## config.mk

```make
export PLATFORM = sky130hd
export DESIGN_NAME = rx_channel_filter_flat
export DESIGN_NICKNAME = d
export VERILOG_FILES = /design/src/hw/vna_dsp_params_pkg.sv /design/src/hw/vna_dsp_types_pkg.sv /design/src/hw/iq_stream_if.sv /design/src/hw/rx_channel_filter.sv /design/src/flat_wrapper.sv
export SDC_FILE = /design/constraint.sdc
export NUM_CORES = 1
export LEC_CHECK = 0
export BUFFER_PORTS_ARGS = -buffer_cell sky130_fd_sc_hd__buf_2
export CAP_MARGIN = 20
export CORE_MARGIN = 1.5
export CORE_UTILIZATION = 57
export DETAILED_ROUTE_END_ITERATION = 10
export GPL_TIMING_DRIVEN = 0
export PLACE_DENSITY = 0.86
export SLEW_MARGIN = 20
export SYNTH_ARGS = -nofsm -noshare
export SYNTH_HDL_FRONTEND = slang
export SYNTH_SLANG_ARGS = --single-unit
```

## constraint.sdc

```tcl
create_clock -name aclk -period 9.2 [get_ports aclk]
set_clock_uncertainty 0.2 [all_clocks]
set_input_delay 1.38 -clock aclk [delete_from_list [all_inputs] [get_ports aclk]]
set_output_delay 1.38 -clock aclk [all_outputs]
set_load 0.05 [all_outputs]
```

## src/hw/vna_dsp_params_pkg.sv

```systemverilog
package vna_dsp_params_pkg;

    // Receiver channels: p1 reverse, p1 forward, p2 reverse, p2 forward
    localparam int NUM_CH = 4;

    localparam int ADC_W    = 32;  // I in upper half, Q in lower half
    localparam int SAMPLE_W = 16;

    // Low-pass FIR, symmetric, unity DC gain after the shift
    localparam int NUM_TAPS  = 8;
    localparam int COEF_FRAC = 15;
    localparam logic signed [SAMPLE_W-1:0] FIR_COEFS [NUM_TAPS] = '{
        16'sd512, 16'sd2048, 16'sd5120, 16'sd8704,
        16'sd8704, 16'sd5120, 16'sd2048, 16'sd512
    };

    // Product width plus growth for eight terms
    localparam int FIR_ACC_W = 2 * SAMPLE_W + 3;

    localparam int ACC_W = 32;

    // Frame length is 2^frame_log2 samples
    localparam int MAX_FRAME_LOG2 = 8;
    localparam int LOG2_W         = 4;
    localparam int CNT_W          = MAX_FRAME_LOG2 + 1;

endpackage
```

## src/hw/vna_dsp_types_pkg.sv

```systemverilog
package vna_dsp_types_pkg;

    typedef logic signed [vna_dsp_params_pkg::SAMPLE_W-1:0] sample_t;

    // Same bit order as the ADC word
    typedef struct packed {
        sample_t i;
        sample_t q;
    } iq_t;

    typedef enum logic {
        SEQ_IDLE = 1'b0,
        SEQ_RUN  = 1'b1
    } seq_state_e;

endpackage

```

## src/hw/iq_stream_if.sv

```systemverilog
`timescale 1ns/1ps

// One complex sample stream, no back-pressure
interface iq_stream_if (
    input logic aclk
);
    logic                                  valid;
    logic                                  last;        // Final sample of the frame
    vna_dsp_types_pkg::iq_t                sample;
    logic [vna_dsp_params_pkg::LOG2_W-1:0] frame_log2;  // Exponent latched at frame start

    modport src (
        input  aclk,
        output valid,
        output last,
        output sample,
        output frame_log2
    );

    modport dst (
        input aclk,
        input valid,
        input last,
        input sample,
        input frame_log2
    );

endinterface

```

## src/hw/rx_channel_filter.sv

```systemverilog
`timescale 1ns/1ps

module rx_channel_filter (
    input  logic     aclk,
    input  logic     rst_n,
    iq_stream_if.dst in,
    iq_stream_if.src out
);

    vna_dsp_types_pkg::iq_t                        taps [vna_dsp_params_pkg::NUM_TAPS];
    logic signed [vna_dsp_params_pkg::FIR_ACC_W-1:0] sum_i;
    logic signed [vna_dsp_params_pkg::FIR_ACC_W-1:0] sum_q;
    logic                                          valid_q;
    logic                                          last_q;
    logic [vna_dsp_params_pkg::LOG2_W-1:0]         log2_q;

    // Scale back by the coefficient fraction and clip to the sample range
    function automatic vna_dsp_types_pkg::sample_t sat_scale(
        input logic signed [vna_dsp_params_pkg::FIR_ACC_W-1:0] v
    );
        logic signed [vna_dsp_params_pkg::FIR_ACC_W-1:0] s;
        s = v >>> vna_dsp_params_pkg::COEF_FRAC;
        if (s > vna_dsp_params_pkg::FIR_ACC_W'(2 ** (vna_dsp_params_pkg::SAMPLE_W - 1) - 1)) begin
            return {1'b0, {(vna_dsp_params_pkg::SAMPLE_W - 1){1'b1}}};
        end else if (s < vna_dsp_params_pkg::FIR_ACC_W'(
                             -(2 ** (vna_dsp_params_pkg::SAMPLE_W - 1)))) begin
            return {1'b1, {(vna_dsp_params_pkg::SAMPLE_W - 1){1'b0}}};
        end
        return s[vna_dsp_params_pkg::SAMPLE_W-1:0];
    endfunction

    // Tap 0 holds the newest sample
    always_ff @(posedge aclk or negedge rst_n) begin
        if (!rst_n) begin
            for (int n = 0; n < vna_dsp_params_pkg::NUM_TAPS; n++) begin
                taps[n] <= '0;
            end
        end else if (in.valid) begin
            taps[0] <= in.sample;
            for (int n = 1; n < vna_dsp_params_pkg::NUM_TAPS; n++) begin
                taps[n] <= taps[n-1];
            end
        end
    end

    // Frame marking follows the data by one cycle
    always_ff @(posedge aclk or negedge rst_n) begin
        if (!rst_n) begin
            valid_q <= 1'b0;
            last_q  <= 1'b0;
            log2_q  <= '0;
        end else begin
            valid_q <= in.valid;
            last_q  <= in.valid && in.last;
            log2_q  <= in.frame_log2;
        end
    end

    always_comb begin
        sum_i = '0;
        sum_q = '0;
        for (int n = 0; n < vna_dsp_params_pkg::NUM_TAPS; n++) begin
            sum_i = sum_i + taps[n].i * vna_dsp_params_pkg::FIR_COEFS[n];
            sum_q = sum_q + taps[n].q * vna_dsp_params_pkg::FIR_COEFS[n];
        end
    end

    assign out.valid      = valid_q;
    assign out.last       = last_q;
    assign out.frame_log2 = log2_q;
    assign out.sample.i   = sat_scale(sum_i);
    assign out.sample.q   = sat_scale(sum_q);

endmodule

```

## src/flat_wrapper.sv

```systemverilog
// flat-port wrapper written by rule: the top's interface ports become plain ports
module rx_channel_filter_flat 
  (aclk, rst_n, in_valid, in_last, in_sample, in_frame_log2, out_valid, out_last, out_sample, out_frame_log2);
  iq_stream_if in_i (.aclk(aclk));
  iq_stream_if out_i (.aclk(aclk));
  input  logic aclk;
  input  logic rst_n;
  input wire logic [$bits(in_i.valid)-1:0] in_valid;
  input wire logic [$bits(in_i.last)-1:0] in_last;
  input wire logic [$bits(in_i.sample)-1:0] in_sample;
  input wire logic [$bits(in_i.frame_log2)-1:0] in_frame_log2;
  output wire logic [$bits(out_i.valid)-1:0] out_valid;
  output wire logic [$bits(out_i.last)-1:0] out_last;
  output wire logic [$bits(out_i.sample)-1:0] out_sample;
  output wire logic [$bits(out_i.frame_log2)-1:0] out_frame_log2;
  assign in_i.valid = in_valid;
  assign in_i.last = in_last;
  assign in_i.sample = in_sample;
  assign in_i.frame_log2 = in_frame_log2;
  assign out_valid = out_i.valid;
  assign out_last = out_i.last;
  assign out_sample = out_i.sample;
  assign out_frame_log2 = out_i.frame_log2;
  rx_channel_filter u_core (.aclk(aclk), .rst_n(rst_n), .in(in_i), .out(out_i));
endmodule
```

==> flow_metrics.env <==
export IMPL_outcome="complete, but fails checks"
export IMPL_violations="negative setup slack"
export IMPL_crit_type="reg2out"
export IMPL_synth_warnings=0
export IMPL_grt_overflow_total=0
export IMPL_htreeDepth=2
export IMPL_synthToLayoutAreaGrowth_pct=17.30
export IMPL_synth_seq_cells=262
export IMPL_critPathCaptureType="output pin"
export IMPL_post_drt_via_cell_ratio=6.299
export IMPL_r2r_slack_ns=7.84
export IMPL_cts_max_path_buffers=3
export IMPL_synthCells=2368
export IMPL_place_gp_congestion=0.9585
export IMPL_vias=20060
export IMPL_setup_violations=31
export IMPL_grt_pass1_vias=20620
export IMPL_root_buffer="clkbuf_16"
export IMPL_fin_cells=3184
export IMPL_synthDominantCellAreaShare_pct=25.88
export IMPL_drt_iter0_drc=1929
export IMPL_io_buffer_count=77
export IMPL_syn_area_um2=25330
export IMPL_drc=0
export IMPL_synth_edf_count=0
export IMPL_synth_area_top_cells="dfrtp_1 26%, fa_1 18%, ha_1 18%"
export IMPL_cts_buffers=34
export IMPL_cp_start_kind="flip-flop"
export IMPL_slew_headroom_pct=19.09
export IMPL_cts_tree="yes"
export IMPL_wl_um=76320
export IMPL_antenna_found_initial=8
export IMPL_dr_pass1_iters=6
export IMPL_synth_cell_types=66
export IMPL_timing_final_ws_setup_ns=-0.6911
export IMPL_ioPinCount=78
export IMPL_post_drt_wl_per_cell_um=23.97
export IMPL_track_usage_pct=31.09
export IMPL_core_region_area_um2=44030
export IMPL_dp_hpwl_um=49670
export IMPL_async_flop_share_pct=100.0
export IMPL_fp_dieH_um=213.8
export IMPL_clk_latency_ns=0.58
export IMPL_max_clock_freq_ghz=0.1011
export IMPL_synth_top_area_cell="dfrtp_1"
export IMPL_final_max_slew_viol_count=0
export IMPL_worstPathRequired_ns=7.62
export IMPL_cap_violations=0
export IMPL_clk_pin_slew_ns=0.06
export IMPL_period_needed_ns=9.891
export IMPL_drive_above_1_share_pct=24.17
export IMPL_num_rows=77
export IMPL_syn_area_per_cell_um2=10.70
export IMPL_start_util_pct=57.53
export IMPL_tightest_slew_ns=1.214
export IMPL_cp_common_cell="fa_1"
export IMPL_die_area_um2=45710
export IMPL_period_share_pct=107.5
export IMPL_grt_max_degree=99
export IMPL_ys_seq_area_share_pct=25.88
export IMPL_crit_path_top_delay_cell="fa_1"
export IMPL_ant_nets=0
export IMPL_final_cell_mix="338 x inv_1, 325 x ha_1, 241 x dfrtp_1, 224 x fa_1, 206 x mux2_2"
export IMPL_rsz0062_at_grt="yes"
export IMPL_slowest_delay_ns=0.57
export IMPL_syn_nets=3002
export IMPL_nNetsFinal=3194
export IMPL_dieWidth_um=213.8
export IMPL_hold_viol=0
export IMPL_final_common_cell="inv_1"
export IMPL_grt_pass1_wl_um=109200
export IMPL_worstPathArrival_ns=8.31
export IMPL_ys_flop_type="dfrtp_1"
export IMPL_clock_sinks=262
export IMPL_cp_max_fo=6
export IMPL_placed_cells=3040
export IMPL_hold_class="reg2reg"
-- worst max-delay path, delay by kind of cell, from the launching register on --
kind / cells / cell delay, ns
flip-flops: 1 / 0.42
AO/OA/AOI/OAI: 12 / 2.78
AND/OR/NAND/NOR: 1 / 0.21
XOR/XNOR: 2 / 0.45
adder cells (fa/ha/maj): 7 / 3.15
buffers and inverters: 6 / 0.70
-- cells in the mapped netlist (3+ instances only) --
| library cell | instances |
|---|---|
| buf_1 | 4 |
| o21ai_0 | 95 |
| a211o_1 | 6 |
| ha_1 | 364 |
| nand2b_1 | 12 |
| o311a_1 | 3 |
| fa_1 | 230 |
| a31oi_1 | 12 |
| a21o_1 | 64 |
| a21boi_0 | 9 |
| clkbuf_1 | 33 |
| a2111oi_0 | 6 |
| nor2_1 | 71 |
| nand4_1 | 3 |
| o31ai_1 | 8 |
| a21oi_1 | 100 |
| or3_1 | 19 |
| nor2b_1 | 25 |
| nand3b_1 | 3 |
| xnor2_1 | 115 |
| a41oi_1 | 6 |
| inv_1 | 341 |
| and2_1 | 5 |
| o21bai_1 | 15 |
| nand2_1 | 108 |
| xor2_1 | 54 |
| o2111ai_1 | 4 |
| o2111a_1 | 4 |
| mux2_2 | 206 |
| a41o_1 | 5 |
| o21a_1 | 15 |
| a211oi_1 | 4 |
| nor3_1 | 44 |
| nand3_1 | 35 |
| dfrtp_1 | 262 |
| o211ai_1 | 9 |
| or2_2 | 10 |
| and3_1 | 17 |
| o41ai_1 | 9 |
-- kinds of logic (layout without fill, tap and decap cells) --
kind of cell	Yosys count	count (layout)	share of synthesized area [%]
AND/OR/NAND/NOR	357	357	6.737
adder cells (fa/ha/maj)	594	594	36.16
buffers and inverters	382	600	5.740
XOR/XNOR	170	170	5.908
other	0	6	0
AO/OA/AOI/OAI	397	397	10.42
multiplexers	206	206	9.158
flip-flops	262	262	25.88
-- metrics by stage --
step                TNS, ns  utilization (%)  hold WS, ns  setup WS (ns)  area, um2
floorplan                 0                -       0.2498       0.002623      25340
global route         -24.78            67.49       0.3070        -0.8622      29710
finish               -18.44            67.49       0.2983        -0.6911      29710
CTS                  -10.89            65.67       0.2922        -0.3854      28910
global placement     -17.48            60.10       0.2633        -0.6527      26460
detailed placement   -25.68            60.31       0.2728        -0.9318      26560
-- per-layer routing --
| layer | vias to the layer above | GRT usage, % | routed length [um] |
|---|---|---|---|
| met2 | 1168 | 52.02 | 36300 |
| met3 | 409 | 4.657 | 6683 |
| met5 | - | 0 | 32 |
| met4 | 4 | 18.46 | 5378 |
| met1 | 9997 | 38.27 | 27920 |
| li1 | 8477 | - | - |
-- cell type report --
class | count | area, um2
Antenna cell | 6 | 15.01
Buffer | 40 | 180.2
Clock buffer | 48 | 984.7
Clock inverter | 14 | 147.6
Fill cell | 2828 | 14320
Inverter | 341 | 1280
Multi-Input combinational cell | 1724 | 18490
Sequential cell | 262 | 6583
Tap cell | 592 | 740.7
Timing Repair Buffer | 157 | 1297
-- path summary, 6_finish.rpt --
kind	startpoint	to	cells after the start
worst max register to register	u_core.taps[63]$_DFFE_PN0P_	u_core.taps[63]$_DFFE_PN0P_	2
worst max-delay path	u_core.taps[226]$_DFFE_PN0P_	out_sample[1]	28
max in group asynchronous	rst_n	u_core.taps[239]$_DFFE_PN0P_	3
worst min-delay path	u_core.taps[45]$_DFFE_PN0P_	u_core.taps[13]$_DFFE_PN0P_	2
min in group asynchronous	rst_n	u_core.taps[188]$_DFFE_PN0P_	2
worst min register to register	u_core.taps[45]$_DFFE_PN0P_	u_core.taps[13]$_DFFE_PN0P_	2
-- registers in the layout, summed over array words and instances, names as in the netlist --
signal                 flops
u_core.taps              256
u_core.out.last            1
u_core.out.frame_log2      4
u_core.out.valid           1
-- what timing repair did --
action / 4_1_cts / 5_1_grt
gates resized for setup: 197 / 111
hold buffers: 0 / 0
pin swaps: 78 / 114
gates cloned: 1 / 1
buffers inserted: 47 / 28
setup endpoints to repair: 32 / 32
Power is left out: the tool's default activity adds up to more than one toggle a clock period on the data nets, which glitch-free logic cannot reach.
